$ cat config.mk
export PLATFORM = sky130hd
export DESIGN_NAME = dataMem
export DESIGN_NICKNAME = d
export VERILOG_FILES = /design/src/hw/cpuPkg.sv /design/src/hw/dataMem.sv
export SDC_FILE = /design/constraint.sdc
export NUM_CORES = 2
export LEC_CHECK = 0
export BUFFER_PORTS_ARGS = -buffer_cell sky130_fd_sc_hd__buf_2
export CAP_MARGIN = 5
export CORE_MARGIN = 5
export CORE_UTILIZATION = 40
export CTS_BUF_LIST = sky130_fd_sc_hd__clkbuf_16
export DETAILED_ROUTE_END_ITERATION = 16
export HOLD_SLACK_MARGIN = 0.06
export PLACE_DENSITY_LB_ADDON = 0.05
export SYNTH_ARGS = -nofsm -noshare
export SYNTH_HDL_FRONTEND = slang
export SYNTH_SLANG_ARGS = --single-unit
$ cat constraint.sdc
create_clock -name clk -period 8.3 [get_ports clk]
set_input_delay 0.415 -clock clk [delete_from_list [all_inputs] [get_ports clk]]
set_output_delay 0.415 -clock clk [all_outputs]
set_load 0.02 [all_outputs]
$ cat src/hw/cpuPkg.sv
package cpuPkg;

    localparam int dataWidth    = 16;
    localparam int regAddrWidth = 3;    // Eight registers
    localparam int memAddrWidth = 8;
    localparam int imemDepth    = 256;
    localparam int dmemDepth    = 256;

    localparam logic [4:0] opHalt = 5'b00000;
    localparam logic [4:0] opNop  = 5'b00001;
    localparam logic [4:0] opAddi = 5'b01000;
    localparam logic [4:0] opAndi = 5'b01011;
    localparam logic [4:0] opBeqz = 5'b01100;
    localparam logic [4:0] opBnez = 5'b01101;
    localparam logic [4:0] opSt   = 5'b10000;
    localparam logic [4:0] opLd   = 5'b10001;
    localparam logic [4:0] opLbi  = 5'b11000;
    localparam logic [4:0] opAlu  = 5'b11011;

    localparam logic [1:0] fnAdd = 2'b00;
    localparam logic [1:0] fnSub = 2'b01;   // rs minus rt
    localparam logic [1:0] fnXor = 2'b10;
    localparam logic [1:0] fnAnd = 2'b11;

    typedef struct packed {
        logic [4:0]              opcode;
        logic [regAddrWidth-1:0] rs;
        logic [regAddrWidth-1:0] rt;
        logic [regAddrWidth-1:0] rd;
        logic [1:0]              funct;
    } rFormatT;

    typedef struct packed {
        logic [4:0]              opcode;
        logic [regAddrWidth-1:0] rs;
        logic [regAddrWidth-1:0] rd;
        logic [4:0]              imm5;
    } iFormatT;

    typedef struct packed {
        logic [4:0]              opcode;
        logic [regAddrWidth-1:0] rs;
        logic [7:0]              imm8;
    } bFormatT;

    // One instruction word, three views
    typedef union packed {
        rFormatT r;
        iFormatT i;
        bFormatT b;
    } instrT;

    typedef logic [1:0] fwdSelT;
    localparam fwdSelT fwdReg   = 2'd0;
    localparam fwdSelT fwdExMem = 2'd1;
    localparam fwdSelT fwdMemWb = 2'd2;

endpackage

$ cat src/hw/dataMem.sv
`timescale 1ns/1ps
module dataMem (
    input  logic                         clk,
    input  logic [cpuPkg::dataWidth-1:0] addr,
    input  logic [cpuPkg::dataWidth-1:0] writeData,
    input  logic                         memWrite,
    input  logic                         memRead,
    output logic [cpuPkg::dataWidth-1:0] readData
);
    import cpuPkg::*;

    logic [dataWidth-1:0] mem [dmemDepth];

    always_ff @(posedge clk) begin
        if (memWrite) begin
            mem[addr[memAddrWidth-1:0]] <= writeData;
        end
    end

    assign readData = memRead ? mem[addr[memAddrWidth-1:0]] : '0;

endmodule

### Yosys cells after proc, flatten, opt, wreduce, memory -nomap -nowiden

Memories as Yosys holds them, arrays and structs flattened.
Index checks and enable logic that the tools add are counted.

* register bits: 0
* bits in writable memories: 4096
* bits of input ports: 35
* output and inout port bits: 16
* memories: 1

Memory list
* mem: depth 256, bits a word 16, rd ports 1, clocked after memory_dff 0, write ports 1, line dataMem.sv:12 `logic [dataWidth-1:0] mem [dmemDepth];`

* muxes and demuxes: 3

Operators by type and width (number)
* 16-bit 2-to-1 mux: 1
* 1-bit 2-to-1 mux: 2

### Longest topological paths before layout

* depth in word-level cells: 2
* depth in mapped cells: 12
* depth with buffers taken out: 7

### Worst setup path after synthesis

No wires, ideal clock.

* path type: input port to flip-flop
* start: input addr[1] (netlist name)
* end: memory mem[161][0] (enable)
* setup time: 0.430 ns
* arrival time: 3.254 ns
* data required time: 7.870 ns
* slack: 4.616 ns
* cell stages on the path: 8
* path buffers: 6
* cell sequence: buf_2 -> buf_4 -> buf_4 -> buf_4 -> buf_2 -> nand2b_1 -> clkbuf_1 -> nor4_1

RTL lines
* start, declared: line dataMem.sv:4 `input logic [cpuPkg::dataWidth-1:0] addr,`
* end, declared: line dataMem.sv:12

Straight into the memory's write port.

### Worst setup path in the final report

* start: input addr[5] (netlist name)
* end: output readData[9] (netlist name)

* cells in the longest elaborated chain, start to end: 2

RTL lines
* memory 256 x 16 bit
* 16-bit 2-to-1 mux: line dataMem.sv:20 `assign readData = memRead ? mem[addr[memAddrWidth-1:0]] : '0;`
* end, declared: line dataMem.sv:8 `output logic [cpuPkg::dataWidth-1:0] readData`

Every way passes these cells.

==> results.txt <==
setup repair bufs after CTS: 0
top cells by count, synth: edfxtp_1, mux2i_1, mux4_2
grt total ovfl: 0
Worst Path Max Fanout: 27
CP Cell Sequence: buf_2, buf_4, or4b_2, buf_4, o22ai_1, or4_1, a21oi_1, nand3_1, a21oi_1, a32oi_1, buf_2
drt wl/cell: 33.4 um
CTS Buf Count: 437
Starting Density: 40.0%
Routed Antenna Nets: 0
Arr. time, crit path: 5.47 ns
Worst Hold Path EP: mem[140][4]
post-route cell area: 179,000 sq um
slew margin rel.: 8.51%
Top FF cell, synth: edfxtp_1
sequential element share of the synthesized area: 78.4%
min Tclk post-route: 5.89 ns
# Max-Cap Violations: 0
largest stage delay on the critical path: 0.87 ns
core area: 392,000 sq um
max reg flops: 4,096
Fillers: 32,974
drt first pass iters: 7
Yosys top cell area share: 78.4%
number of flops mapped to enable cells by yosys: 4,096
clock buffer depth: 4
Post-Syn Area: 157,000 sq um
top-count cell post-synth: edfxtp_1
Area contributors post-synth: edfxtp_1, mux4_2, mux2i_1
Slew Limit Fails: 0
largest net degree at the start of global routing: 159
Die Width: 636 um
standard-cell row count: 230
Die Y: 636 um
synthesized area per cell: 20.6 sq um
vias in the first global route: 78,147
PwrDens: 243 nW/um^2
TritonCTS sink count: 4,096
I/O Buffers: 42
gr usage total: 22.0%
final layout net count: 8,093
area leader, netlist: edfxtp_1
Root Driver: clkbuf_16
WHS Path Cells: 1
gpl congestion: 0.805
Critical Path RT: 7.89 ns
Iteration-0 DRC Markers: 7,848
Setup violations, final: 0
vias per cell: 5.69
layout cells sized above 1: 21.2%
Area Growth Syn to Fin: 14.4%
TritonCTS clock tree: yes
Hold Startpoint: writeData[4]
Synth warnings: 0
post-synthesis register bit count: 4,096
FFs w/ async S/R, synth: 0%
die area: 405,000 sq um
Ports: 51
first-pass GRT wire length: 631 mm
antenna violations before repair: 36
Syn Nets: 7,655
Post-Syn Instances: 7,620
unrepaired setup endpoints after global routing: false
Synth cell types: 51
CP max stage cell: a21oi_1
critical path class: input port to output port
routed via count: 77,763
Post-DP HPWL: 267 mm
Final Hold Viols: 0
post-placement cell area: 166,000 sq um
min-delay worst type: input port to flip-flop
Slew @ Worst Pin: 1.36 ns
DR DRC count: 0
H-tree Lvls: 5
setup_tns: 0 ns
Final Cycle Share: 70.9%
status: finished, final reports clean
crit path launch type: input port
Peak VDD IR: 0.184 mV
CP endpoint kind: output port
drt total wl: 456 mm
Max Clk Rate: 0.170 GHz
P_leak: 58.0 nW
Clk pin slew, worst setup/hold paths: 0.06 ns
[routing by layer]
layer / vias to the layer above / track usage [%] / part of all wire [%]
li1: 32846 / - / -
met1: 42229 / 32.3 / 45
met2: 2168 / 34.8 / 47
met3: 516 / 3.10 / 5.4
met4: 4 / 5.31 / 2.5
met5: - / 0 / 0.0053
[layout by cell type (no fill, tap or decap), drive strengths merged, types with 7 or more instances in the layout]
cell         instances
or4                 44
edfxtp            4096
a32oi               17
inv                127
diode               15
nand4               51
nand2b              10
nor2b               10
nor3                32
bufinv              38
dlygate4sd3         15
mux4               582
a31oi               49
nand3               81
o22ai              192
mux2i              888
a211o               14
nor4                 7
nand2              133
clkbuf             446
and2                11
a221oi             135
clkinv             204
a222oi              15
o221ai              15
nor2               269
a22oi              239
mux2                31
a21oi               82
o21ai               90
a22o                14
buf                448
[metrics by stage]
step | instances | hold slack [ns] | worst slack (ns) | utilization, % | power [mW]
2_1_floorplan | 7620 | 0.514 | 4.62 | - | 24.2
3_3_place_gp | 12823 | 0.908 | 2.29 | 42.3 | 25.3
3_5_place_dp | 12824 | 0.925 | 2.36 | 42.3 | 25.3
4_1_cts | 13641 | 0.0798 | 2.35 | 45.8 | 44.2
5_1_grt | 13646 | 0.121 | 2.27 | 45.8 | 45.1
6_report | 13656 | 0.133 | 2.41 | 45.8 | 43.7
[area by class of cell]
class	count	area [sq um]	area share, %
sequential	4096	123000	68.5
multi-input combinational	3043	32100	17.9
inverter	16	60.1	0.0335
clock inverter	357	2660	1.48
antenna	15	37.5	0.0209
tap	5220	6530	3.64
clock buffer	445	11100	6.20
timing repair buffer	464	3940	2.19
[critical path, delay by kind of cell]
family | cells | cell delay [ns]
buffers and inverters | 4 | 1.61
and+or+nand+nor | 3 | 1.63
AOI/OAI and AO/OA | 4 | 1.75
[where the power goes]
| part | switching [mW] | internal (mW) |
|---|---|---|
| registers | 0.00901 | 22.8 |
| logic | 1.43 | 0.598 |
| clock network | 7.99 | 10.8 |
[timing repair]
item                                     CTS  global route
resized for setup                          0             0
endpoints found under the setup margin     0             0
hold buffers                              15             0
hold endpoints to repair                1165             0
[cells by family (layout without fill, tap and decap cells)]
family / Yosys count / in the layout / synth area share (%)
other: 0 / 15 / 0
and+or+nand+nor: 668 / 668 / 1.99
buffers and inverters: 481 / 1282 / 1.43
muxes: 1501 / 1501 / 14.2
DFF: 4096 / 4096 / 78.4
AOI/OAI and AO/OA: 874 / 874 / 3.91
[how the worst max path moves through the flow]
| stage | from | to | depth (start not counted) |
|---|---|---|---|
| finish | addr[5] | readData[9] | 11 |
| detailed placement | addr[0] | readData[1] | 9 |
| global placement | addr[0] | readData[2] | 9 |
| CTS | addr[0] | readData[2] | 9 |
| global route | addr[5] | readData[9] | 11 |
| floorplan | addr[1] | mem[161][0] | 8 |
No activity file was read; power rests on OpenSTA's default activity.
