`src/hw/cpuPkg.sv`:
```
package cpuPkg;

    localparam int dataWidth    = 16;
    localparam int regAddrWidth = 3;    // Eight registers
    localparam int memAddrWidth = 8;
    localparam int imemDepth    = 256;
    localparam int dmemDepth    = 256;

    localparam logic [4:0] opHalt = 5'b00000;
    localparam logic [4:0] opNop  = 5'b00001;
    localparam logic [4:0] opAddi = 5'b01000;
    localparam logic [4:0] opAndi = 5'b01011;
    localparam logic [4:0] opBeqz = 5'b01100;
    localparam logic [4:0] opBnez = 5'b01101;
    localparam logic [4:0] opSt   = 5'b10000;
    localparam logic [4:0] opLd   = 5'b10001;
    localparam logic [4:0] opLbi  = 5'b11000;
    localparam logic [4:0] opAlu  = 5'b11011;

    localparam logic [1:0] fnAdd = 2'b00;
    localparam logic [1:0] fnSub = 2'b01;   // rs minus rt
    localparam logic [1:0] fnXor = 2'b10;
    localparam logic [1:0] fnAnd = 2'b11;

    typedef struct packed {
        logic [4:0]              opcode;
        logic [regAddrWidth-1:0] rs;
        logic [regAddrWidth-1:0] rt;
        logic [regAddrWidth-1:0] rd;
        logic [1:0]              funct;
    } rFormatT;

    typedef struct packed {
        logic [4:0]              opcode;
        logic [regAddrWidth-1:0] rs;
        logic [regAddrWidth-1:0] rd;
        logic [4:0]              imm5;
    } iFormatT;

    typedef struct packed {
        logic [4:0]              opcode;
        logic [regAddrWidth-1:0] rs;
        logic [7:0]              imm8;
    } bFormatT;

    // One instruction word, three views
    typedef union packed {
        rFormatT r;
        iFormatT i;
        bFormatT b;
    } instrT;

    typedef logic [1:0] fwdSelT;
    localparam fwdSelT fwdReg   = 2'd0;
    localparam fwdSelT fwdExMem = 2'd1;
    localparam fwdSelT fwdMemWb = 2'd2;

endpackage

```
`src/hw/hazardUnit.sv`:
```
`timescale 1ns/1ps
module hazardUnit (
    input  logic [cpuPkg::regAddrWidth-1:0] rsAddr,
    input  logic [cpuPkg::regAddrWidth-1:0] rtAddr,
    input  logic                            useRs,
    input  logic                            useRt,
    input  logic                            isBranch,
    input  logic [cpuPkg::regAddrWidth-1:0] exDest,
    input  logic                            exRegWrite,
    input  logic                            exMemRead,
    input  logic [cpuPkg::regAddrWidth-1:0] memDest,
    input  logic                            memRegWrite,
    input  logic [cpuPkg::regAddrWidth-1:0] wbDest,
    input  logic                            wbRegWrite,
    input  logic [cpuPkg::regAddrWidth-1:0] idexRs,
    input  logic [cpuPkg::regAddrWidth-1:0] idexRt,
    output logic                            stall,
    output cpuPkg::fwdSelT                  fwdA,
    output cpuPkg::fwdSelT                  fwdB
);
    import cpuPkg::*;

    logic rsHitEx;
    logic rtHitEx;
    logic rsHitMem;

    function automatic fwdSelT pickFwd(input logic [regAddrWidth-1:0] src);
        if (memRegWrite && memDest == src) begin
            return fwdExMem;                // Youngest producer wins
        end else if (wbRegWrite && wbDest == src) begin
            return fwdMemWb;
        end
        return fwdReg;
    endfunction

    assign rsHitEx  = useRs && (rsAddr == exDest);
    assign rtHitEx  = useRt && (rtAddr == exDest);
    assign rsHitMem = useRs && (rsAddr == memDest);

    // Branches resolve in decode and only see the writeback bypass
    assign stall = (exMemRead && (rsHitEx || rtHitEx))
                || (isBranch && ((exRegWrite && rsHitEx) || (memRegWrite && rsHitMem)));

    assign fwdA = pickFwd(idexRs);
    assign fwdB = pickFwd(idexRt);

endmodule

```
`config.mk`:
```
export PLATFORM = sky130hd
export DESIGN_NAME = hazardUnit
export DESIGN_NICKNAME = d
export VERILOG_FILES = /design/src/hw/cpuPkg.sv /design/src/hw/hazardUnit.sv
export SDC_FILE = /design/constraint.sdc
export NUM_CORES = 1
export LEC_CHECK = 0
export BUFFER_PORTS_ARGS = -buffer_cell sky130_fd_sc_hd__buf_2
export CAP_MARGIN = 20
export CORE_AREA = 4 4 41 43
export DETAILED_ROUTE_END_ITERATION = 12
export DIE_AREA = 0 0 45 47
export GPL_ROUTABILITY_DRIVEN = 0
export PLACE_DENSITY_LB_ADDON = 0.2
export RECOVER_POWER = 25
export SLEW_MARGIN = 20
export SYNTH_ARGS = -nofsm -noshare
export SYNTH_HDL_FRONTEND = slang
export SYNTH_SLANG_ARGS = --single-unit
```
`constraint.sdc`:
```
create_clock -name vclk -period 1.8
set_clock_uncertainty 0.2 [all_clocks]
set_input_delay 0.27 -clock vclk [all_inputs]
set_output_delay 0.27 -clock vclk [all_outputs]
set_load 0.02 [all_outputs]
```
==> Word-level counts from Yosys, hierarchy flattened <==
Cells that the tools add are included.
{ "totals": {"output_inout_bits": 5, "ff_bits": 0} }
{ "classes": {"n_reduce_logical": 14, "muxes": 10, "n_eq_ne": 7} }
{ "ops": {"columns": ["cell", "count"], "rows": [
  ["equality test 3 bit", 7],
  ["2-to-1 mux 2 bit", 6],
  ["logical AND 1 bit", 11],
  ["2-to-1 mux 1 bit", 4],
  ["logical OR 1 bit", 3]
]} }

==> Longest topological paths before layout <==
{ "depth": {"depth_word": 6, "mapped_depth": 4} }

==> Worst setup path after synthesis <==
OpenSTA, ideal clock, no wires.
{ "synth_path": {"path_type": "input to output", "start": "input port idexRs[2] (netlist bit)", "end": "output port fwdA[1]", "required_time_ns": 1.330, "cell_stages": 3, "t_arrival_ns": 1.227, "path_buffers": 0, "path_slack_ns": 0.103, "cell_sequence": "xor2_1 -> nor3_1 -> nor2_1"} }
{ "synth_via": {"elab_chain_cells": 5, "word_cells_on_any_way": 8} }
{ "synth_rtl": {"columns": ["item", "line", "text"], "rows": [
  ["start, declared", "hazardUnit.sv:15", "input logic [cpuPkg::regAddrWidth-1:0] idexRs,"],
  ["equality test 3 bit", "hazardUnit.sv:30", "end else if (wbRegWrite && wbDest == src) begin"],
  ["logical AND 1 bit", "hazardUnit.sv:30", null],
  ["2-to-1 mux 1 bit", "hazardUnit.sv:30", null],
  ["2-to-1 mux 1 bit", "hazardUnit.sv:28", "if (memRegWrite && memDest == src) begin"],
  ["2-to-1 mux 2 bit (*)", "hazardUnit.sv:33", "return fwdReg;"],
  ["end, declared", "hazardUnit.sv:18", "output cpuPkg::fwdSelT fwdA,"]
]} }
Every way passes the cells marked *; elsewhere a longest branch is shown, timed or not.

==> Worst setup path in the final report <==
{ "layout_path": {"start": "input port memDest[1] (netlist bit)", "end": "output port stall"} }
{ "layout_via": {"elab_chain_cells": 6} }
{ "layout_rtl": {"columns": ["item", "line", "text"], "rows": [
  ["start, declared", "hazardUnit.sv:11", "input logic [cpuPkg::regAddrWidth-1:0] memDest,"],
  ["equality test 3 bit", "hazardUnit.sv:38", "assign rsHitMem = useRs && (rsAddr == memDest);"],
  ["logical AND 1 bit", "hazardUnit.sv:38", null],
  ["logical AND 1 bit", "hazardUnit.sv:42", "|| (isBranch && ((exRegWrite && rsHitEx) || (memRegWrite && rsHitMem)));"],
  ["logical OR 1 bit", "hazardUnit.sv:42", null],
  ["logical AND 1 bit", "hazardUnit.sv:42", null],
  ["logical OR 1 bit", "hazardUnit.sv:42", null],
  ["end, declared", "hazardUnit.sv:17", "output logic stall,"]
]} }
No other way between the ends.

==> impl_metrics.env <==
export IMPL_multi_input_area_um2=271.5
export IMPL_whs_ns=0.6637
export IMPL_synth_area_um2=271.5
export IMPL_finalNetCount=100
export IMPL_grt_pass1_wl_um=1255
export IMPL_synth_cell_types=10
export IMPL_die_x_um=45
export IMPL_cp_max_fo=3
export IMPL_ios=33
export IMPL_post_cts_buffers=0
export IMPL_routed_wl_um=809
export IMPL_final_layout_size_suffix_gt1_frac=0.4714
export IMPL_initial_core_util=0.2087
export IMPL_p_sw_w=0.00005272
export IMPL_synthCells=37
export IMPL_drt_pass1_iterations=1
export IMPL_seqPwrFrac=0
export IMPL_die_area_um2=2115
export IMPL_crit_type="in2out"
export IMPL_crit_path_frequent_cell="buf_2"
export IMPL_p_leak_nw=0.2338
export IMPL_cp_start_kind="input pin"
export IMPL_grt_usage=0.07474
export IMPL_vias=361
export IMPL_antenna_found_initial=0
export IMPL_cts_hold_buffers_added=0
export IMPL_drc_errors=0
export IMPL_seq_area_um2=0
export IMPL_maxCapViolations=0
export IMPL_ctsResizeCount=0
export IMPL_peakVddDrop_mv=0.08293
export IMPL_powerDensity_nw_per_um2=242.9
export IMPL_coreArea_um2=1301
export IMPL_synth_top_area_share=0.4516
export IMPL_hold_path_class="in2out"
export IMPL_wl_per_cell_um=9.518
export IMPL_synth_most_common_cell="xnor2_1"
export IMPL_area_delta_synth_final_pct=67.28
export IMPL_slowest_stage="nor4_1"
export IMPL_yosysSeqAreaShare=0
export IMPL_overflow=0
export IMPL_antenna_cells=0
export IMPL_vias_per_cell=4.247
export IMPL_synthesis_nets=65
export IMPL_switching_share=0.4778
export IMPL_status="complete, no violations"
export IMPL_p_comb_frac=1.000
export IMPL_crit_arrival_ns=1.10
export IMPL_die_y_um=47
export IMPL_hold_viol_final=0
export IMPL_fillers=169
export IMPL_fmax_ghz=0.6367
export IMPL_num_rows=13
export IMPL_netlist_top_cells_area="xnor2_1 (45%), xor2_1 (23%), nand4_1 (6.9%), nand2_1 (5.5%), nand4_2 (4.6%)"
export IMPL_slew_violations=0
export IMPL_slew_headroom=0.8338
export IMPL_period_needed_ns=1.571
export IMPL_ys_top_cells_by_count="xnor2_1 (14), xor2_1 (7), nand2_1 (4), nand4_1 (3), nor2_1 (3)"
export IMPL_rsz0062_at_grt="false"
export IMPL_detail_route_antenna_nets=0
export IMPL_grt_pass1_vias=355
export IMPL_drt_initial_drc_count=0
export IMPL_slowest_delay_ns=0.27
export IMPL_tightest_slew_ns=0.2474
export IMPL_yosys_area_top_type="xnor2_1"
export IMPL_seq_cell_count=0
export IMPL_setup_viol=0
export IMPL_fin_setup_tns_ns=0
export IMPL_crit_family="buffers and inverters"
export IMPL_required_ns=1.33
export IMPL_yosysWarnings=0
export IMPL_io_buffers=33
export IMPL_p_clk_frac=0
export IMPL_nClkBuffers=0
export IMPL_cp_num_buf_inv=2
export IMPL_grt_max_degree=4
export IMPL_power_internal_w=0.00005762
export IMPL_finalCritPeriodShare=0.8725
export IMPL_cp_cell_sequence="buf_2, xor2_1, nor4_1, a211o_1, buf_2"
export IMPL_syn_mean_instance_area_um2=7.338
export IMPL_crit_path_end_kind="output port"
## path summary, 6_finish.rpt
kind       start     to  slack [ns]  depth (start not counted)
max   memDest[1]  stall        0.23                          5
min    exMemRead  stall        0.66                          3
## power by group through the flow
stage | Clock [W] | Combinational, W | Sequential [W]
finish | 0 | 0.000110 | 0
global route | 0 | 0.000122 | 0
CTS | 0 | 0.000112 | 0
detailed placement | 0 | 0.000112 | 0
global placement | 0 | 0.000111 | 0
floorplan | 0 | 0.0000564 | 0
## layer usage
metal  track usage  part of all wire  up-vias
met1       0.09888              0.43      142
met5             0                 0        -
met3      0.007663              0.19        0
met2        0.1384              0.38       27
li1              -                 -      192
met4             0                 0        0
## logic make-up (layout without fill, tap and decap cells)
family / Yosys count / count (layout) / share of synthesized area
buffers and inverters: 0 / 33 / 0
XOR/XNOR: 21 / 21 / 0.6774
AND/OR/NAND/NOR: 15 / 15 / 0.2903
AO/OA/AOI/OAI: 1 / 1 / 0.03226
## placed cells by master (no fill, tap or decap), drive strengths merged
cell / netlist / layout
nor2: 3 / 3
xnor2: 14 / 14
nand4: 4 / 4
clkbuf: 0 / 1
nand3: 1 / 1
nor4: 1 / 1
buf: 0 / 32
nor3: 2 / 2
xor2: 7 / 7
nand2: 4 / 4
a211o: 1 / 1
## per-stage QoR
stage | utilization | cell area (µm²) | power [W] | setup WS, ns | instances
finish | 0.3490 | 454.2 | 0.0001103 | 0.2294 | 85
global route | 0.3490 | 454.2 | 0.0001222 | 0.1901 | 85
CTS | 0.3500 | 455.4 | 0.0001123 | 0.2216 | 85
detailed placement | 0.3500 | 455.4 | 0.0001118 | 0.2251 | 85
global placement | 0.3500 | 455.4 | 0.0001113 | 0.2146 | 85
floorplan | - | 271.5 | 0.00005643 | 0.1033 | 37
## layout make-up
cell class | count | share of cell area
Multi-Input combinational cell | 37 | 0.5978
Tap cell | 15 | 0.04132
Timing Repair Buffer | 33 | 0.3609
Note: power is estimated with default switching activity, not from simulation.
