## src/hw/cpuPkg.sv

```systemverilog
package cpuPkg;

    localparam int dataWidth    = 16;
    localparam int regAddrWidth = 3;    // Eight registers
    localparam int memAddrWidth = 8;
    localparam int imemDepth    = 256;
    localparam int dmemDepth    = 256;

    localparam logic [4:0] opHalt = 5'b00000;
    localparam logic [4:0] opNop  = 5'b00001;
    localparam logic [4:0] opAddi = 5'b01000;
    localparam logic [4:0] opAndi = 5'b01011;
    localparam logic [4:0] opBeqz = 5'b01100;
    localparam logic [4:0] opBnez = 5'b01101;
    localparam logic [4:0] opSt   = 5'b10000;
    localparam logic [4:0] opLd   = 5'b10001;
    localparam logic [4:0] opLbi  = 5'b11000;
    localparam logic [4:0] opAlu  = 5'b11011;

    localparam logic [1:0] fnAdd = 2'b00;
    localparam logic [1:0] fnSub = 2'b01;   // rs minus rt
    localparam logic [1:0] fnXor = 2'b10;
    localparam logic [1:0] fnAnd = 2'b11;

    typedef struct packed {
        logic [4:0]              opcode;
        logic [regAddrWidth-1:0] rs;
        logic [regAddrWidth-1:0] rt;
        logic [regAddrWidth-1:0] rd;
        logic [1:0]              funct;
    } rFormatT;

    typedef struct packed {
        logic [4:0]              opcode;
        logic [regAddrWidth-1:0] rs;
        logic [regAddrWidth-1:0] rd;
        logic [4:0]              imm5;
    } iFormatT;

    typedef struct packed {
        logic [4:0]              opcode;
        logic [regAddrWidth-1:0] rs;
        logic [7:0]              imm8;
    } bFormatT;

    // One instruction word, three views
    typedef union packed {
        rFormatT r;
        iFormatT i;
        bFormatT b;
    } instrT;

    typedef logic [1:0] fwdSelT;
    localparam fwdSelT fwdReg   = 2'd0;
    localparam fwdSelT fwdExMem = 2'd1;
    localparam fwdSelT fwdMemWb = 2'd2;

endpackage

```

## src/hw/execute.sv

```systemverilog
`timescale 1ns/1ps
module execute (
    input  logic [cpuPkg::dataWidth-1:0] rsVal,
    input  logic [cpuPkg::dataWidth-1:0] rtVal,
    input  logic [cpuPkg::dataWidth-1:0] imm,
    input  logic [1:0]                   aluOp,
    input  logic                         aluSrcImm,
    input  cpuPkg::fwdSelT               fwdA,
    input  cpuPkg::fwdSelT               fwdB,
    input  logic [cpuPkg::dataWidth-1:0] exMemResult,
    input  logic [cpuPkg::dataWidth-1:0] memWbResult,
    output logic [cpuPkg::dataWidth-1:0] aluResult,
    output logic [cpuPkg::dataWidth-1:0] storeData
);
    import cpuPkg::*;

    logic [dataWidth-1:0] opA;
    logic [dataWidth-1:0] opB;

    function automatic logic [dataWidth-1:0] fwdMux(input fwdSelT sel,
                                                    input logic [dataWidth-1:0] regVal);
        case (sel)
            fwdExMem: return exMemResult;
            fwdMemWb: return memWbResult;
            default:  return regVal;
        endcase
    endfunction

    assign opA       = fwdMux(fwdA, rsVal);
    assign storeData = fwdMux(fwdB, rtVal); // Also the R-format second operand
    assign opB       = aluSrcImm ? imm : storeData;

    always_comb begin
        case (aluOp)
            fnAdd:   aluResult = opA + opB;
            fnSub:   aluResult = opA - opB;
            fnXor:   aluResult = opA ^ opB;
            default: aluResult = opA & opB;
        endcase
    end

endmodule

```

## config.mk

```make
export PLATFORM = sky130hd
export DESIGN_NAME = execute
export DESIGN_NICKNAME = d
export VERILOG_FILES = /design/src/hw/cpuPkg.sv /design/src/hw/execute.sv
export SDC_FILE = /design/constraint.sdc
export NUM_CORES = 1
export LEC_CHECK = 0
export ABC_AREA = 1
export BUFFER_PORTS_ARGS = -buffer_cell sky130_fd_sc_hd__buf_2
export CAP_MARGIN = 30
export CORE_UTILIZATION = 50
export DETAILED_ROUTE_END_ITERATION = 8
export GPL_TIMING_DRIVEN = 0
export PLACE_DENSITY = 0.93
export SLEW_MARGIN = 0
export SYNTH_ARGS = -nofsm -noshare
export SYNTH_HDL_FRONTEND = slang
export SYNTH_SLANG_ARGS = --single-unit
```

## constraint.sdc

```tcl
create_clock -name vclk -period 7.7
set_input_delay 0 -clock vclk [all_inputs]
set_output_delay 0 -clock vclk [all_outputs]
set_load 0.05 [all_outputs]
```

; After elaboration in Yosys (flattened, before gate mapping)
; Index checks and enable logic that the tools add are counted.
[totals]
register_bits = 0
elab_cells = 15
input_bits = 87
[classes]
n_mux = 4
reduce_logical = 1
n_addsub = 2
n_eq_ne = 6
bitwise = 2
[ops]
columns = operator, n
row1 = $pmux W16 S2, 2
row2 = $pmux W16 S3, 1
row3 = $add A16 B16 Y16, 1
row4 = $and A16 B16 Y16, 1
row5 = $mux W16, 1
row6 = $sub A16 B16 Y16, 1
row7 = $xor A16 B16 Y16, 1
row8 = $eq A2 B1 Y1 const B, 3
row9 = $eq A2 B2 Y1 const B, 3
row10 = $logic_not A2 Y1, 1

; Depth between registers and ports, before layout
; Gate-level depths: netlist of the first run.
[logic_depth]
depth_word = 5
ltp_mapped = 27
mapped_depth_nobuf = 25

; Least setup slack after synthesis of the first run
; Ideal clock, no wire load.
[synth_path]
path_kind = input to output
from = in fwdB[0]
to = out aluResult[14] in the netlist's numbering
slack_ns = 4.375
t_arrival_ns = 3.325
cell_stages = 25
cell_sequence = inv_1 ha_1 inv_2 buf_6 nand3_1 o211ai_2 nand2_2 inv_1 ha_1 inv_1 nor2_2 nand3_1 nand2_1 o21ai_2 xor2_1 ha_1 nand2_1 inv_1 a21boi_0 nand3_1 nand2_1 nand2_1 a21oi_1 nor2_1 o21bai_1
[synth_via]
elab_chain_len = 5
[synth_lines]
columns = item, line_no
row1 = start: declaration, execute.sv:9  ; input cpuPkg::fwdSelT fwdB,
row2 = $eq A2 B2 Y1 or $eq A2 B1 Y1 (tied branches), execute.sv:22  ; case (sel)
row3 = $pmux W16 S2 (*), execute.sv:22
row4 = $mux W16 (*), execute.sv:31  ; assign opB = aluSrcImm ? imm : storeData;
row5 = "$sub A16 B16 Y16, or another cell as far along", execute.sv:36  ; fnSub: aluResult = opA - opB;
row6 = $pmux W16 S3 (*), execute.sv:34  ; case (aluOp)
row7 = end: declaration, execute.sv:12  ; output logic [cpuPkg::dataWidth-1:0] aluResult,
; Mark *: on every way between the ends. The rest lies on a longest branch, timed or not.

; Final worst setup path of the first run
; Ends and elaborated chain as after synthesis.

==> impl_metrics.py, run 1 <==
metrics = {
    "setup_path": {
        "arrival_ns": 3.49,
        "worstSetupPathType": "in -> out",
        "path_max_fanout": 10,
        "start_kind": "input port",
        "cp.required_ns": 7.70,
        "crit_path_end_kind": "output pin",
    },
    "global_routing": {
        "grt_max_degree": 11,
        "track_usage_pct": 31.17,
        "antenna_found_initial": 0,
        "overflow": 0,
        "grt_pass1_wl_um": 14060,
        "grt_pass1_vias": 3283,
    },
    "placed_design": {
        "gp_congestion": 0.9559,
        "portBuffers": 119,
        "hpwl_um": 7656,
    },
    "synth": {
        "synth_seq_area_share_pct": 0,
        "synth.distinct_cells": 34,
        "ys_warn_count": 0,
        "synth_area_per_cell_um2": 5.510,
        "syn-num-nets": 617,
        "synth_area_um2": 2700,
        "netlist_instances": 490,
    },
    "timing": {
        "setup-tns-final_ns": 0,
        "slew_headroom_pct": 65.28,
        "fin_crit_ns": 3.493,
        "fmax_ghz": 0.2863,
        "period_share_pct": 45.36,
        "worst_pin_slew_ns": 0.5189,
        "rsz0062_at_grt": "false",
        "hold_violations": 0,
        "finalMaxSlewViolations": 0,
        "setup-violations-final": 0,
    },
    "job": {
        "max_cap_violations": 0,
    },
    "layout": {
        "final_core_util_pct": 65.82,
        "fin_nets": 738,
        "mostFrequentLayoutCells": "nand2_1, buf_2, inv_1, nand3_1, ha_1",
        "antenna_cells": 0,
        "num-clock-buffers": 0,
        "area_delta_synth_final_pct": 25.30,
        "fillCellCount": 507,
        "register_area_um2": 0,
        "layout_commonest_cell": "nand2_1",
        "final_layout_size_suffix_gt1_share_pct": 25.62,
        "multi_input_area_um2": 2333,
        "design.seq.count": 0,
    },
    "clock_tree": {
        "post_cts_buffers": 0,
        "cts_resized": 0,
        "postCtsHoldBufs": 0,
    },
    "detailed_routing": {
        "via_per_inst": 5.502,
        "wire_per_inst_um": 13.03,
        "postRouteAntennaNets": 0,
        "vias": 3736,
        "drt_wl_total_um": 8845,
        "drc_errors": 0,
        "drt-initial-drc-count": 280,
        "first_pass_iters": 5,
    },
    "die": {
        "rows": 26,
        "io_pins": 119,
        "start_util_pct": 52.53,
        "core-area_um2": 5140,
        "fp.dieW_um": 75.49,
        "die_height_um": 75.49,
        "dieArea_um2": 5698,
    },
    "min_path": {
        "min_path_type": "in -> out",
        "whs_path_depth": 4,
    },
    "power_and_ir_drop": {
        "power.density_nw_per_um2": 149.5,
        "irDropWorstVdd_v": 0.00006883,
        "p_leak_uw": 0.002072,
    },
    "outcome": {
        "outcome": "complete, no violations",
    },
}
-- cell usage after synthesis, drive strengths merged --
library cell  instances  area [um2]
o21ai                32       167.7
a31oi                 3       18.77
o221ai                1       8.760
a21boi                1       7.510
buf                  12       100.1
nand4                 2       12.51
ha                   39       488.0
a221o                15       150.1
nand3                41       205.2
or2                  19       118.9
nand2               189       721.9
nor3                  2       10.01
inv                  63       236.5
a21oi                23       122.6
a22o                  3       26.28
fa                    1       20.02
clkbuf                8       30.03
nor2                 14       67.57
xor2                 14       122.6
o21bai                4       30.03
o211ai                3       27.52
o21a                  1       7.510
-- layer usage --
metal | share of wire, % | vias to the layer above | routed length, um | GRT usage [%]
li1 | - | 1836 | - | -
met1 | 40 | 1659 | 3577 | 39.94
met2 | 48 | 214 | 4276 | 56.55
met3 | 8.4 | 27 | 747 | 2.249
met4 | 2.8 | 0 | 244 | 7.613
met5 | 0 | - | 0 | 0
-- cell families (layout without fill, tap and decap cells) --
group / Yosys count / in the layout / share of synthesized area (%)
fa+ha+maj: 40 / 40 / 18.81
xor+xnor: 14 / 14 / 4.541
simple gates: 267 / 267 / 42.08
buf+inv: 83 / 202 / 13.58
compound gates: 86 / 86 / 20.99
-- critical path: stages --
cell	delay, ns
buf_2	0.09
inv_1	0.04
ha_1	0.37
inv_2	0.09
buf_6	0.14
nand3_1	0.12
o211ai_2	0.09
nand2_2	0.12
inv_1	0.07
ha_1	0.15
inv_1	0.05
nor2_2	0.12
nand3_1	0.08
nand2_1	0.14
o21ai_2	0.11
xor2_1	0.15
ha_1	0.32
nand2_1	0.11
inv_1	0.04
a21boi_0	0.16
nand3_1	0.14
nand2_1	0.08
nand2_1	0.05
a21oi_1	0.16
nor2_1	0.06
o21bai_1	0.16
buf_2	0.29
-- path summary, 6_finish.rpt --
path / from / end
worst max-delay path: fwdB[0] / aluResult[14]
worst min-delay path: rtVal[8] / storeData[8]
-- through the flow --
| stage | cells | worst slack [ns] | power [uW] | hold WS (ns) | instance area, um2 |
|---|---|---|---|---|---|
| 6_report | 679 | 4.207 | 505.8 | 0.4110 | 3383 |
| 3_3_place_gp | 679 | 4.313 | 484.3 | 0.4100 | 3383 |
| 5_1_grt | 679 | 3.865 | 558.3 | 0.4377 | 3383 |
| 2_1_floorplan | 490 | 4.375 | 377.9 | 0.3231 | 2700 |
| 4_1_cts | 679 | 4.249 | 499.7 | 0.4122 | 3383 |
| 3_5_place_dp | 679 | 4.272 | 497.5 | 0.4102 | 3383 |
-- report_power, final --
part	switching [uW]	internal [uW]
Combinational	348	157
Clock	0	0
Sequential	0	0
Total	348	157
-- layout make-up --
class | count | area share, %
multi-input cells | 407 | 68.97
repair buffers | 119 | 17.60
well taps | 70 | 2.589
plain buffers | 20 | 3.846
inverters | 63 | 6.990
Power figures use the tool's default switching activity.
==> inputs of run 2 (changes only) <==
--- a/config.mk
+++ b/config.mk
@@ -5,13 +5,13 @@
 export SDC_FILE = /design/constraint.sdc
 export NUM_CORES = 1
 export LEC_CHECK = 0
-export ABC_AREA = 1
+export ABC_AREA = 0
 export BUFFER_PORTS_ARGS = -buffer_cell sky130_fd_sc_hd__buf_2
 export CAP_MARGIN = 30
 export CORE_UTILIZATION = 50
 export DETAILED_ROUTE_END_ITERATION = 8
 export GPL_TIMING_DRIVEN = 0
-export PLACE_DENSITY = 0.93
+export PLACE_DENSITY = 0.91
 export SLEW_MARGIN = 0
 export SYNTH_ARGS = -nofsm -noshare
 export SYNTH_HDL_FRONTEND = slang
==> constraint.sdc (replaced) <==
create_clock -name vclk -period 3.32
set_input_delay 0 -clock vclk [all_inputs]
set_output_delay 0 -clock vclk [all_outputs]
set_load 0.05 [all_outputs]
==> run 2 against run 1 <==
Design area up 32%. Combinational power grew to 3.4 times the previous value. Largest cell class unchanged. Utilization is 14 points higher. Die area up 7.8%. Highest routed layer unchanged. Critical path depth down 6. The flow now finishes with violations (setup timing).
==> impl_metrics.py, run 2 <==
metrics = {
    "die": {
        "dieArea_um2": 6140,
        "die_height_um": 78.36,
        "fp.dieW_um": 78.36,
        "core-area_um2": 5574,
        "rows": 27,
        "io_pins": 119,
        "start_util_pct": 52.30,
    },
    "synth": {
        "yosysTopAreaCell": "ha_1",
        "synth_compound_area_share_pct": 40.17,
        "netlist.area_leader.share_pct": 16.74,
        "synth_area_per_cell_um2": 7.553,
        "ys_warn_count": 0,
        "synth_common_cells": "ha_1, nand2_1, o21ai_0, nor2_1",
        "synth_simple_gate_area_share_pct": 19.14,
        "synthTopCellsByArea": "ha_1, o21ai_0, a22oi_1",
        "synth_fa_ha_area_share_pct": 17.42,
        "synth_seq_area_share_pct": 0,
        "synth_top_family_by_area": "compound AO/OA/AOI/OAI gates",
        "synth_area_um2": 2915,
        "synth.distinct_cells": 69,
        "synth_xor_area_share_pct": 6.910,
        "synthMuxAreaShare_pct": 8.069,
        "yosysMostFrequentCell": "ha_1",
        "syn-num-nets": 513,
        "netlist_instances": 386,
    },
    "detailed_routing": {
        "wire_per_inst_um": 20.19,
        "drt-initial-drc-count": 448,
        "vias": 3965,
        "via_per_inst": 6.554,
        "drc_errors": 0,
        "drt_wl_total_um": 12220,
        "first_pass_iters": 5,
        "postRouteAntennaNets": 0,
    },
    "setup_path": {
        "arrival_ns": 3.54,
        "crit_path_end_kind": "output pin",
        "start_kind": "input port",
        "worstSetupPathType": "in -> out",
        "critPathLaunch": "fwdB[1]",
        "path_max_fanout": 6,
        "cp.required_ns": 3.32,
    },
    "timing": {
        "hold_violations": 0,
        "setup-violations-final": 5,
        "rsz0062_at_grt": "true",
        "fmax_ghz": 0.2825,
        "fin_crit_ns": 3.540,
        "finalMaxSlewViolations": 0,
        "period_share_pct": 106.6,
        "setup-tns-final_ns": -0.5561,
        "layout_setup_ws_ns": -0.2196,
        "slew_headroom_pct": 48.51,
        "worst_pin_slew_ns": 0.7643,
    },
    "global_routing": {
        "grt_max_degree": 12,
        "track_usage_pct": 34.98,
        "antenna_found_initial": 0,
        "grt_pass1_vias": 3795,
        "grt_pass1_wl_um": 17450,
        "overflow": 0,
    },
    "layout": {
        "mostFrequentLayoutCells": "buf_2, buf_4, nand2_1, o21ai_0, ha_1",
        "fin_nets": 662,
        "design.seq.count": 0,
        "antenna_cells": 0,
        "num-clock-buffers": 0,
        "area_delta_synth_final_pct": 52.88,
        "fillCellCount": 350,
        "layout_commonest_cell": "buf_2",
        "final_layout_size_suffix_gt1_share_pct": 52.53,
        "register_area_um2": 0,
    },
    "outcome": {
        "failed_checks": "setup timing",
        "outcome": "finished with violations",
    },
    "power_and_ir_drop": {
        "irDropWorstVdd_v": 0.0003896,
        "p_leak_uw": 0.002041,
        "p_total_uw": 1705,
        "power.density_nw_per_um2": 382.6,
    },
    "min_path": {
        "min_path_type": "in -> out",
        "worstHoldStart": "rtVal[12]",
    },
    "placed_design": {
        "hpwl_um": 8066,
        "place_ws_ns": -0.5620,
        "gp_congestion": 0.9056,
        "portBuffers": 119,
    },
    "job": {
        "max_cap_violations": 0,
    },
    "clock_tree": {
        "postCtsHoldBufs": 0,
    },
}
-- run 2: changes by cell type after synthesis, sizes merged, moves of 15 or more --
cell and delta:
a22oi +27, inv -43, nand2 -151, nand3 -37, or2 -18, xnor2 +15
-- run 2: kinds of logic after synthesis --
logic type,Yosys count
xor+xnor,23
mux,22
buf+inv,45
fa+ha+maj,40
simple gates,105
compound gates,151
-- run 2: repair_timing --
item,in CTS,in global routing
gates resized for setup,54,51
endpoints found under the setup margin,9,9
buffers inserted,19,15
pin swaps,24,42
-- run 2: worst paths after layout --
check | cells after the start | slack (ns) | end
worst max-delay path | 21 | -0.22 | aluResult[15]
worst min-delay path | 4 | 0.44 | storeData[12]
-- run 2: per-stage QoR --
step	hold WS [ns]	utilization (%)	area, um2	std cells
6_report	0.4400	79.96	4457	605
5_1_grt	0.4532	79.96	4457	605
4_1_cts	0.4259	73.67	4106	593
3_5_place_dp	0.4261	67.72	3775	577
3_3_place_gp	0.4216	67.72	3775	577
2_1_floorplan	0.2289	-	3089	386
-- run 2: power breakdown --
part / total [uW] / switching, uW / internal (uW)
Combinational: 1710 / 1030 / 679
Clock: 0 / 0 / 0
Sequential: 0 / 0 / 0
Total: 1710 / 1030 / 679
-- run 2: cell type report --
cell class | instances | area (um2) | area share (%)
buffer | 19 | 161.4 | 3.622
timing repair buffer | 153 | 915.9 | 20.55
multi-input combinational | 341 | 3209 | 72.01
tap | 72 | 90.09 | 2.021
inverter | 20 | 80.08 | 1.797
-- run 2: worst max-delay path: stages --
cell and delay [ns]:
buf_8 0.10, ha_4 0.26, buf_8 0.14, nand2_4 0.07, o21ai_4 0.07, mux2_4 0.29, inv_2 0.07, ha_4 0.16
nand3_2 0.12, nor3_4 0.19, buf_4 0.14, buf_4 0.10, a21oi_1 0.07, xnor2_1 0.24, ha_1 0.32, o21ai_0 0.24
nand2b_1 0.19, a31oi_4 0.25, and3_4 0.23, o31ai_4 0.08, buf_6 0.18
-- run 2: layer usage --
metal / vias to the layer above / track usage (%) / wire (um)
li1: 1760 / - / -
met1: 1826 / 41.62 / 4599
met2: 309 / 64.74 / 5934
met3: 70 / 3.372 / 1010
met4: 0 / 11.85 / 673
met5: - / 0 / 0
