## src/hw/cpuPkg.sv

```systemverilog
package cpuPkg;

    localparam int dataWidth    = 16;
    localparam int regAddrWidth = 3;    // Eight registers
    localparam int memAddrWidth = 8;
    localparam int imemDepth    = 256;
    localparam int dmemDepth    = 256;

    localparam logic [4:0] opHalt = 5'b00000;
    localparam logic [4:0] opNop  = 5'b00001;
    localparam logic [4:0] opAddi = 5'b01000;
    localparam logic [4:0] opAndi = 5'b01011;
    localparam logic [4:0] opBeqz = 5'b01100;
    localparam logic [4:0] opBnez = 5'b01101;
    localparam logic [4:0] opSt   = 5'b10000;
    localparam logic [4:0] opLd   = 5'b10001;
    localparam logic [4:0] opLbi  = 5'b11000;
    localparam logic [4:0] opAlu  = 5'b11011;

    localparam logic [1:0] fnAdd = 2'b00;
    localparam logic [1:0] fnSub = 2'b01;   // rs minus rt
    localparam logic [1:0] fnXor = 2'b10;
    localparam logic [1:0] fnAnd = 2'b11;

    typedef struct packed {
        logic [4:0]              opcode;
        logic [regAddrWidth-1:0] rs;
        logic [regAddrWidth-1:0] rt;
        logic [regAddrWidth-1:0] rd;
        logic [1:0]              funct;
    } rFormatT;

    typedef struct packed {
        logic [4:0]              opcode;
        logic [regAddrWidth-1:0] rs;
        logic [regAddrWidth-1:0] rd;
        logic [4:0]              imm5;
    } iFormatT;

    typedef struct packed {
        logic [4:0]              opcode;
        logic [regAddrWidth-1:0] rs;
        logic [7:0]              imm8;
    } bFormatT;

    // One instruction word, three views
    typedef union packed {
        rFormatT r;
        iFormatT i;
        bFormatT b;
    } instrT;

    typedef logic [1:0] fwdSelT;
    localparam fwdSelT fwdReg   = 2'd0;
    localparam fwdSelT fwdExMem = 2'd1;
    localparam fwdSelT fwdMemWb = 2'd2;

endpackage

```

## src/hw/decode.sv

```systemverilog
`timescale 1ns/1ps
module decode (
    input  logic                            clk,
    input  logic                            rstN,
    input  cpuPkg::instrT                   instr,
    input  logic [cpuPkg::dataWidth-1:0]    pcPlus1,
    input  logic                            valid,
    input  logic                            wbEn,
    input  logic [cpuPkg::regAddrWidth-1:0] wbAddr,
    input  logic [cpuPkg::dataWidth-1:0]    wbData,
    output logic [cpuPkg::dataWidth-1:0]    rsVal,
    output logic [cpuPkg::dataWidth-1:0]    rtVal,
    output logic [cpuPkg::dataWidth-1:0]    imm,
    output logic [cpuPkg::regAddrWidth-1:0] rsAddr,
    output logic [cpuPkg::regAddrWidth-1:0] rtAddr,
    output logic [cpuPkg::regAddrWidth-1:0] destAddr,
    output logic                            useRs,
    output logic                            useRt,
    output logic                            regWrite,
    output logic                            memRead,
    output logic                            memWrite,
    output logic                            isHalt,
    output logic                            illegal,
    output logic [1:0]                      aluOp,
    output logic                            aluSrcImm,
    output logic                            branchTaken,
    output logic [cpuPkg::dataWidth-1:0]    branchTarget
);
    import cpuPkg::*;

    logic [dataWidth-1:0] regs [1 << regAddrWidth];
    logic [dataWidth-1:0] rsRaw;
    logic                 isLbi;
    logic                 isBranch;
    logic                 rsZero;

    always_ff @(posedge clk) begin
        if (!rstN) begin
            for (int k = 0; k < (1 << regAddrWidth); k++) begin
                regs[k] <= '0;
            end
        end else if (wbEn) begin
            regs[wbAddr] <= wbData;
        end
    end

    always_comb begin
        useRs     = 1'b0;
        useRt     = 1'b0;
        regWrite  = 1'b0;
        memRead   = 1'b0;
        memWrite  = 1'b0;
        isHalt    = 1'b0;
        illegal   = 1'b0;
        isLbi     = 1'b0;
        isBranch  = 1'b0;
        aluOp     = fnAdd;
        aluSrcImm = 1'b1;
        rtAddr    = instr.r.rt;
        destAddr  = instr.i.rd;
        imm       = {{(dataWidth-5){instr.i.imm5[4]}}, instr.i.imm5};
        case (instr.r.opcode)
            opHalt: isHalt = 1'b1;
            opNop:  ;                           // Nothing to do
            opAlu: begin
                useRs     = 1'b1;
                useRt     = 1'b1;
                regWrite  = 1'b1;
                aluOp     = instr.r.funct;
                aluSrcImm = 1'b0;
                destAddr  = instr.r.rd;
            end
            opAddi: begin
                useRs    = 1'b1;
                regWrite = 1'b1;
            end
            opAndi: begin
                useRs    = 1'b1;
                regWrite = 1'b1;
                aluOp    = fnAnd;
                imm      = {{(dataWidth-5){1'b0}}, instr.i.imm5};
            end
            opLd: begin
                useRs    = 1'b1;
                regWrite = 1'b1;
                memRead  = 1'b1;
            end
            opSt: begin
                useRs    = 1'b1;
                useRt    = 1'b1;
                memWrite = 1'b1;
                rtAddr   = instr.i.rd;          // Store data sits in the rd field
            end
            opBeqz, opBnez: begin
                useRs    = 1'b1;
                isBranch = 1'b1;
                imm      = {{(dataWidth-8){instr.b.imm8[7]}}, instr.b.imm8};
            end
            opLbi: begin
                isLbi    = 1'b1;
                regWrite = 1'b1;
                destAddr = instr.b.rs;
                imm      = {{(dataWidth-8){instr.b.imm8[7]}}, instr.b.imm8};
            end
            default: illegal = 1'b1;
        endcase
    end

    // Same-cycle writeback passes straight to the reads
    assign rsAddr = instr.r.rs;
    assign rsRaw  = (wbEn && wbAddr == rsAddr) ? wbData : regs[rsAddr];
    assign rtVal  = (wbEn && wbAddr == rtAddr) ? wbData : regs[rtAddr];
    assign rsVal  = isLbi ? '0 : rsRaw;     // LBI adds imm to zero

    assign rsZero       = (rsRaw == '0);
    assign branchTaken  = valid && isBranch && ((instr.b.opcode == opBeqz) == rsZero);
    assign branchTarget = pcPlus1 + imm;

endmodule

```

## config.mk

```make
export PLATFORM = sky130hd
export DESIGN_NAME = decode
export DESIGN_NICKNAME = d
export VERILOG_FILES = /design/src/hw/cpuPkg.sv /design/src/hw/decode.sv
export SDC_FILE = /design/constraint.sdc
export NUM_CORES = 1
export LEC_CHECK = 0
export BUFFER_PORTS_ARGS = -buffer_cell sky130_fd_sc_hd__buf_2
export CORE_MARGIN = 3
export CORE_UTILIZATION = 45
export CTS_CLUSTER_DIAMETER = 150
export CTS_CLUSTER_SIZE = 8
export DETAILED_ROUTE_END_ITERATION = 10
export PLACE_DENSITY = 0.76
export SETUP_SLACK_MARGIN = 0.05
export SYNTH_ARGS = -nofsm -noshare
export SYNTH_HDL_FRONTEND = slang
export SYNTH_SLANG_ARGS = --single-unit
export TNS_END_PERCENT = 50
```

## constraint.sdc

```tcl
create_clock -name clk -period 7.6 [get_ports clk]
set_clock_uncertainty 0.1 [all_clocks]
set_input_delay 0.38 -clock clk [delete_from_list [all_inputs] [get_ports clk]]
set_output_delay 0.38 -clock clk [all_outputs]
set_load 0.02 [all_outputs]
```

Word level (Yosys, flattened, before mapping)
Memory sizes are Yosys's and may differ from the RTL's. Index checks and enable logic that the tools add are counted.

Div/mod/pow operators: 0. $lt $le $gt $ge: 0. Bitwise logic cells: 0. Shift-type cells: 0. Equality and inequality tests: 12. Multiply operators: 0. Muxes and demuxes: 23. Reductions and logical operators: 13. $add $sub $neg: 1.

Operators by type and width (number): $mux 16 (4); $pmux 16 s2 (1); $eq 5x4->1 const B (4); $eq 5x5->1 const B (4); $add 16x16->16 (1); $logic_not 16->1 (1); $reduce_or 16->1 (1); $mux 1 (15); $reduce_or 10->1 (1); $reduce_or 7->1 (1); $eq 3x3->1 (2); $pmux 3 s2 (1); $eq 5x1->1 const B (1); $logic_not 5->1 (1); $reduce_or 5->1 (1); $logic_and 1x1->1 (4); $pmux 2 s2 (1); $reduce_or 2->1 (2); $mux 3 (1); $reduce_or 3->1 (1); $eq 1x1->1 (1).

Output and inout port bits: 84. Word-level logic and storage cells: 50. Memory bits (writable): 128. Memories kept: 1. Register bits: 0. Bits in latches: 0. ROM bits: 0.

Memories: regs (words 8, width 16, rd ports 2, clocked after Yosys merged registers in 0, wr ports 8, line decode.sv:31) `logic [dataWidth-1:0] regs [1 << regAddrWidth];`.

Logic depth before layout (Yosys ltp)
Gate-level depths: netlist of the first run.

Depth in word-level cells: 6. Mapped depth: 13.

Worst setup path after synthesis of the first run
OpenSTA, ideal clock, no wires.

Path type: input-to-output. Start: input port instr[13] (netlist name). End: output port branchTarget[14] (netlist name). Data arrival time: 3589 ps. Buffers on the path: 1. Data required time: 7120 ps. Setup slack: 3531 ps. Stages: 10. Cell sequence: clkbuf_1 -> nor2_1 -> mux2_2 -> a31oi_1 -> a41o_1 -> ha_1 -> and3_1 -> a211oi_1 -> nor2_1 -> o311ai_0.

Longest elaborated chain between the ends: 4. Elaborated cells between the ends (all ways): 7.

RTL lines: from (decl) (line decode.sv:5) `input cpuPkg::instrT instr,`; $eq 5x4->1 / $eq 5x5->1 (equally long branches) (line decode.sv:62) `case (instr.r.opcode)`; $reduce_or 3->1 (no source line); $pmux 16 s2 * (line decode.sv:62); via imm, one bit (line decode.sv:13) `output logic [cpuPkg::dataWidth-1:0] imm,`; $add 16x16->16 * (line decode.sv:117) `assign branchTarget = pcPlus1 + imm;`; to (decl) (line decode.sv:27) `output logic [cpuPkg::dataWidth-1:0] branchTarget`.

Mark *: on every way through the listed nets, which the timed path passes. The rest lies on a longest branch.

Worst setup path after layout of the first run
Start: input port instr[9] (netlist name). End: output port branchTaken.

Longest elaborated chain between the ends: 6. Elaborated cells between the ends (all ways): 7.

RTL lines: branches (longest 2 deep; another with $mem_v2 8x16); $mux 16 * (line decode.sv:111) `assign rsRaw = (wbEn && wbAddr == rsAddr) ? wbData : regs[rsAddr];`; $logic_not 16->1 * (line decode.sv:115) `assign rsZero = (rsRaw == '0);`; $eq 1x1->1 * (line decode.sv:116) `assign branchTaken = valid && isBranch && ((instr.b.opcode == opBeqz) == rsZero);`; $logic_and 1x1->1 * (line decode.sv:116); to (decl) (line decode.sv:26) `output logic branchTaken,`.

Mark *: on every way between the ends.

==> results.json, run 1 <==
{
  "hold_violations": 0,
  "slew_violations": 0,
  "arrival_ns": 3.52,
  "syn_area_sq_um": 8350,
  "yosysUniqueCellTypes": 48,
  "cts_hold_buf": 0,
  "rsz0062_at_grt": "false",
  "tightest_slew_ns": 1.18,
  "via_per_inst": 5.97,
  "critPathCaptureType": "primary output",
  "largest_reg_flops": 128,
  "ys_ff_latch": 128,
  "antenna_left": 0,
  "ys_warn_count": 0,
  "status": "finished, final reports clean",
  "relSlewSlack_pct": 21.5,
  "syn-num-nets": 725,
  "fmax_mhz": 250,
  "path_class": "primary input to primary output",
  "numCtsBuffers": 17,
  "syn_to_final_growth_pct": 16.2,
  "clk_pin_slew_ns": 0.06,
  "registers.top_by_ff_count": "regs",
  "grt_pass1_vias": 5888,
  "vias": 6020,
  "hold_ws_ns": 0.265,
  "drtPass1Iterations": 5,
  "dp_hpwl_um": 14900,
  "postCtsSetupBuffers": 0,
  "p_leak_nw": 3.90,
  "cts_resized": 0,
  "drive_gt1_share_pct": 33.2,
  "drc_errors": 0,
  "period_share_pct": 52.6,
  "die_width_um": 142,
  "clock_sinks": 128,
  "grt_max_degree": 37,
  "grt_pass1_wl_um": 34100,
  "maxCapViolCount": 0,
  "cts-root-buf": "clkbuf_16",
  "drt_iter0_drc": 523,
  "required_ns": 7.12,
  "syn-instance-count": 654,
  "cts_buffer_depth": 2,
  "critical_path.max_fanout": 35,
  "cp-start-kind": "primary input",
  "critPathLaunch": "instr[9]",
  "antenna_cells": 0,
  "io_pins": 139,
  "ir_drop_v": 0.000150,
  "dieArea_sq_um": 20200,
  "globalplace.congestion": 0.868,
  "start_util_pct": 46.2,
  "num-nets-final": 838,
  "cts_tree": "built",
  "fin_tns_setup_ns": 0,
  "hold_path_class": "primary input to flip-flop",
  "antenna_found_initial": 0,
  "reg_top3": "regs x128",
  "fin_crit_ns": 4.00,
  "avgSynthCellArea_sq_um": 12.8,
  "nFillCells": 1481,
  "powerDensity_nw_per_um2": 215,
  "gr-total-overflow": 0,
  "core_region_area_sq_um": 18100,
  "wire_per_inst_um": 22.4,
  "rows": 49,
  "setup_violations": 0,
  "die_h_um": 142,
  "wl_um": 22600,
  "portBuffers": 138,
  "grt_use_total_pct": 22.4,
  "synth_seq_area_share_pct": 46.0,
  "h-tree-depth": 4,
  "crit_end": "branchTaken"
}
## worst min path at each step
stage,cells past startpoint,endpoint,start
final,2,regs[1][9],wbData[9]
after global routing,2,regs[6][14],wbData[14]
after CTS,2,regs[5][0],wbData[0]
after detailed placement,2,regs[4][0],wbData[0]
after global placement,2,regs[3][9],wbData[9]
after floorplan,1,regs[0][0],wbData[0]
## cell families after synthesis
group / Yosys count / share of synthesized area, %
adders and majority gates: 16 / 2.49
xor gates and xnor gates: 20 / 2.10
and+or+nand+nor: 240 / 15.9
muxes: 114 / 24.1
AOI/OAI and AO/OA: 66 / 4.87
buffers and inverters: 70 / 4.51
DFF: 128 / 46.0
## worst max-delay path, stage by stage
cell     delay [ns]
buf_2          0.69
xnor2_1        0.21
nand4_2        0.62
mux2i_1        0.48
nand4_1        0.16
nor4_2         0.51
xnor2_1        0.12
nor2_1         0.15
buf_2          0.18
## metal layers
metal | GRT usage, % | routed length, um | vias up
met5 | 0 | 0 | -
met4 | 7.02 | 417 | 0
met3 | 3.29 | 1930 | 39
met2 | 37.8 | 11300 | 316
met1 | 30.2 | 8940 | 2973
li1 | - | - | 2692
## report_power, final
group	switching [mW]	total (mW)	internal, mW
Combinational	0.275	0.460	0.186
Sequential	0.0214	0.844	0.823
Clock	0.306	0.787	0.481
## cell type report
cell class                      instances  area (sq um)  area share (%)
Clock buffer                           18           429            4.42
Multi-Input combinational cell        456          4150            42.8
Sequential cell                       128          3840            39.6
Clock inverter                         14           143            1.47
Inverter                                9          33.8           0.348
Timing Repair Buffer                  155           818            8.43
Tap cell                              229           287            2.95
## cell usage in the layout (no fill, tap or decap), drive strengths merged, types with 3 or more instances in the layout
| master | instances |
|---|---|
| mux2i | 33 |
| and2 | 129 |
| buf | 155 |
| mux2 | 17 |
| nand2 | 15 |
| or3 | 3 |
| clkbuf | 18 |
| ha | 15 |
| a21oi | 26 |
| nor2 | 56 |
| nor3 | 5 |
| nor2b | 3 |
| inv | 10 |
| mux4 | 64 |
| nand2b | 5 |
| a41o | 3 |
| clkinvlp | 3 |
| xnor2 | 19 |
| edfxtp | 128 |
| nor4 | 3 |
| a21o | 3 |
| a211oi | 4 |
| a22oi | 4 |
| o21ai | 14 |
| nand3 | 7 |
| clkinv | 8 |
| nand4 | 7 |
## synth_stat cells, drive strengths merged
master   number  area [sq um]
a31o          1          8.76
nand4         7          50.1
and4          1          8.76
edfxtp      128          3840
nor2b         3          18.8
mux4         64          1490
a22o          1          8.76
xnor2        19           166
nor4          3          25.0
nor3          5          25.0
o21a          2          15.0
o31a          1          8.76
a41o          3          30.0
o21bai        1          7.51
or2           1          6.26
inv           9          33.8
a31oi         2          12.5
nor2         56           210
nand3b        1          7.51
ha           15           188
a22oi         4          30.0
clkbuf       32           120
a21oi        26           130
mux2         17           191
or3           3          18.8
xor2          1          8.76
a211oi        4          30.0
fa            1          20.0
o211ai        2          15.0
and3          2          12.5
a2111oi       1          8.76
nand2        15          56.3
buf          29           223
o21ai        14          70.1
nor3b         2          15.0
a21o          3          22.5
nand3         7          35.0
nand2b        5          31.3
o311ai        1          8.76
and2        129           807
mux2i        33           330
## stage by stage
stage / util (%) / instances / power (mW) / worst slack, ns / area, sq um
floorplan: - / 654 / 1.17 / 3.53 / 8350
global placement: 50.5 / 977 / 1.31 / 3.75 / 9140
detailed placement: 50.5 / 977 / 1.32 / 3.64 / 9140
CTS: 53.7 / 1009 / 2.10 / 3.59 / 9710
global route: 53.7 / 1009 / 2.17 / 3.21 / 9710
finish: 53.7 / 1009 / 2.09 / 3.60 / 9710
Power figures use the tool's default switching activity.
==> run 2: changes to the inputs <==
==> constraint.sdc (replaced) <==
create_clock -name clk -period 4.1 [get_ports clk]
set_clock_uncertainty 0.1 [all_clocks]
set_input_delay 0.205 -clock clk [delete_from_list [all_inputs] [get_ports clk]]
set_output_delay 0.205 -clock clk [all_outputs]
set_load 0.02 [all_outputs]
==> run 2 against run 1 <==
- global-route usage grew 0.45 points
- wire length grew 1.5%
- via count shrank 0.37%
- sequential share of layout area shrank 0.38 points
- die area is the same
- final area grew 0.98%
- critical path depth grew 5
- largest cell class unchanged
- sequential power grew 85%
- first-iteration DRC count grew 7.5%
==> results.json, run 2 (synthesized netlist as in run 1, its figures left out) <==
{
  "final_common_cell": "buf_2",
  "holdPathEnd": "regs[1][12]",
  "cts_buffer_depth": 2,
  "rsz0062_at_grt": "false",
  "largest_reg_flops": 128,
  "stdcell_count": 1012,
  "gr-total-overflow": 0,
  "grt_use_total_pct": 22.9,
  "antenna_cells": 0,
  "core_region_area_sq_um": 18100,
  "wl_um": 22900,
  "drive_gt1_share_pct": 33.7,
  "pre_cts_ws_ns": 0.514,
  "status": "finished, final reports clean",
  "path_class": "primary input to primary output",
  "drt_iter0_drc": 562,
  "crit_path_max_incr_delay_ns": 0.45,
  "globalplace.congestion": 0.831,
  "grt_max_degree": 36,
  "arrival_ns": 3.31,
  "io_pins": 139,
  "numCtsBuffers": 17,
  "drc_errors": 0,
  "fin_tns_setup_ns": 0,
  "portBuffers": 138,
  "period_share_pct": 88.3,
  "registers.top_by_ff_count": "regs",
  "syn_to_final_growth_pct": 17.4,
  "cts_tree": "built",
  "antenna_left": 0,
  "drtPass1Iterations": 7,
  "path_buf_inv": 2,
  "maxCapViolCount": 0,
  "worstHoldStart": "wbData[12]",
  "clk_pin_slew_ns": 0.06,
  "relSlewSlack_pct": 14.6,
  "finalPower_mw": 4.01,
  "required_ns": 3.80,
  "layout_common_cells": "buf_2 (138), and2_1 (129), edfxtp_1 (128)",
  "hold_path_class": "primary input to flip-flop",
  "cts-root-buf": "clkbuf_16",
  "grt_pass1_vias": 5823,
  "critical_path.max_fanout": 18,
  "cts_hold_buf": 0,
  "num-nets-final": 841,
  "postCtsSetupBuffers": 0,
  "vias": 5998,
  "die_h_um": 142,
  "crit_family": "compound AO/OA/AOI/OAI gates",
  "setup_ws_ns": 0.481,
  "ir_drop_v": 0.000321,
  "hold_violations": 0,
  "wire_per_inst_um": 22.6,
  "path_cells": "buf_2 > nor2b_1 > nand3_1 > o21ai_0 > a31oi_1 > a41o_1 > ha_1 > and2_1 > o21ai_0 > o211ai_1 > a31o_2 > a21oi_1 > xnor2_1 > buf_2",
  "clock_sinks": 128,
  "setup_violations": 0,
  "dp_hpwl_um": 15400,
  "hold_ws_ns": 0.0676,
  "dieArea_sq_um": 20200,
  "min_path_cells": 2,
  "p_leak_nw": 3.94,
  "cts_resized": 0,
  "grt_pass1_wl_um": 34300,
  "fmax_mhz": 276,
  "via_per_inst": 5.93,
  "critical-path-slowest-cell": "a41o_1",
  "cp-start-kind": "primary input",
  "fin_crit_ns": 3.62,
  "rows": 49,
  "slew_violations": 0,
  "critPathCaptureType": "primary output",
  "powerDensity_nw_per_um2": 409,
  "cp_num_cells": 14,
  "start_util_pct": 46.2,
  "dp.cells": 980,
  "tightest_slew_ns": 1.28,
  "h-tree-depth": 4,
  "antenna_found_initial": 0,
  "reg_top3": "regs x128",
  "die_width_um": 142
}
## run 2: worst max-delay path by stage
stage,start,to
floorplan,instr[13],branchTarget[14]
global placement,instr[11],branchTarget[13]
detailed placement,instr[11],branchTarget[13]
CTS,instr[11],branchTarget[13]
global route,instr[11],branchTarget[13]
finish,instr[11],branchTarget[13]
## run 2: report_power, final
group          switching (mW)  internal (mW)
Combinational           0.504          0.347
Clock                   0.584           1.01
Sequential             0.0393           1.53
## run 2: per-stage QoR
step / util [%] / cell area, sq um
detailed placement: 50.8 / 9180
global placement: 50.8 / 9180
CTS: 54.2 / 9800
global route: 54.2 / 9800
finish: 54.2 / 9800
floorplan: - / 8350
## run 2: per-layer routing
layer | vias to the layer above | GRT usage, % | wire length (um)
li1 | 2693 | - | -
met1 | 2971 | 28.4 | 9030
met4 | 0 | 6.31 | 435
met3 | 37 | 4.81 | 1710
met2 | 297 | 40.6 | 11700
met5 | - | 0 | 0
## run 2: final cells by class
class                           instances  area (sq um)
Clock buffer                           17           425
Clock inverter                         15           194
Fill cell                            1475          8280
Inverter                                9          33.8
Multi-Input combinational cell        456          4150
Sequential cell                       128          3840
Tap cell                              229           287
Timing Repair Buffer                  158           866
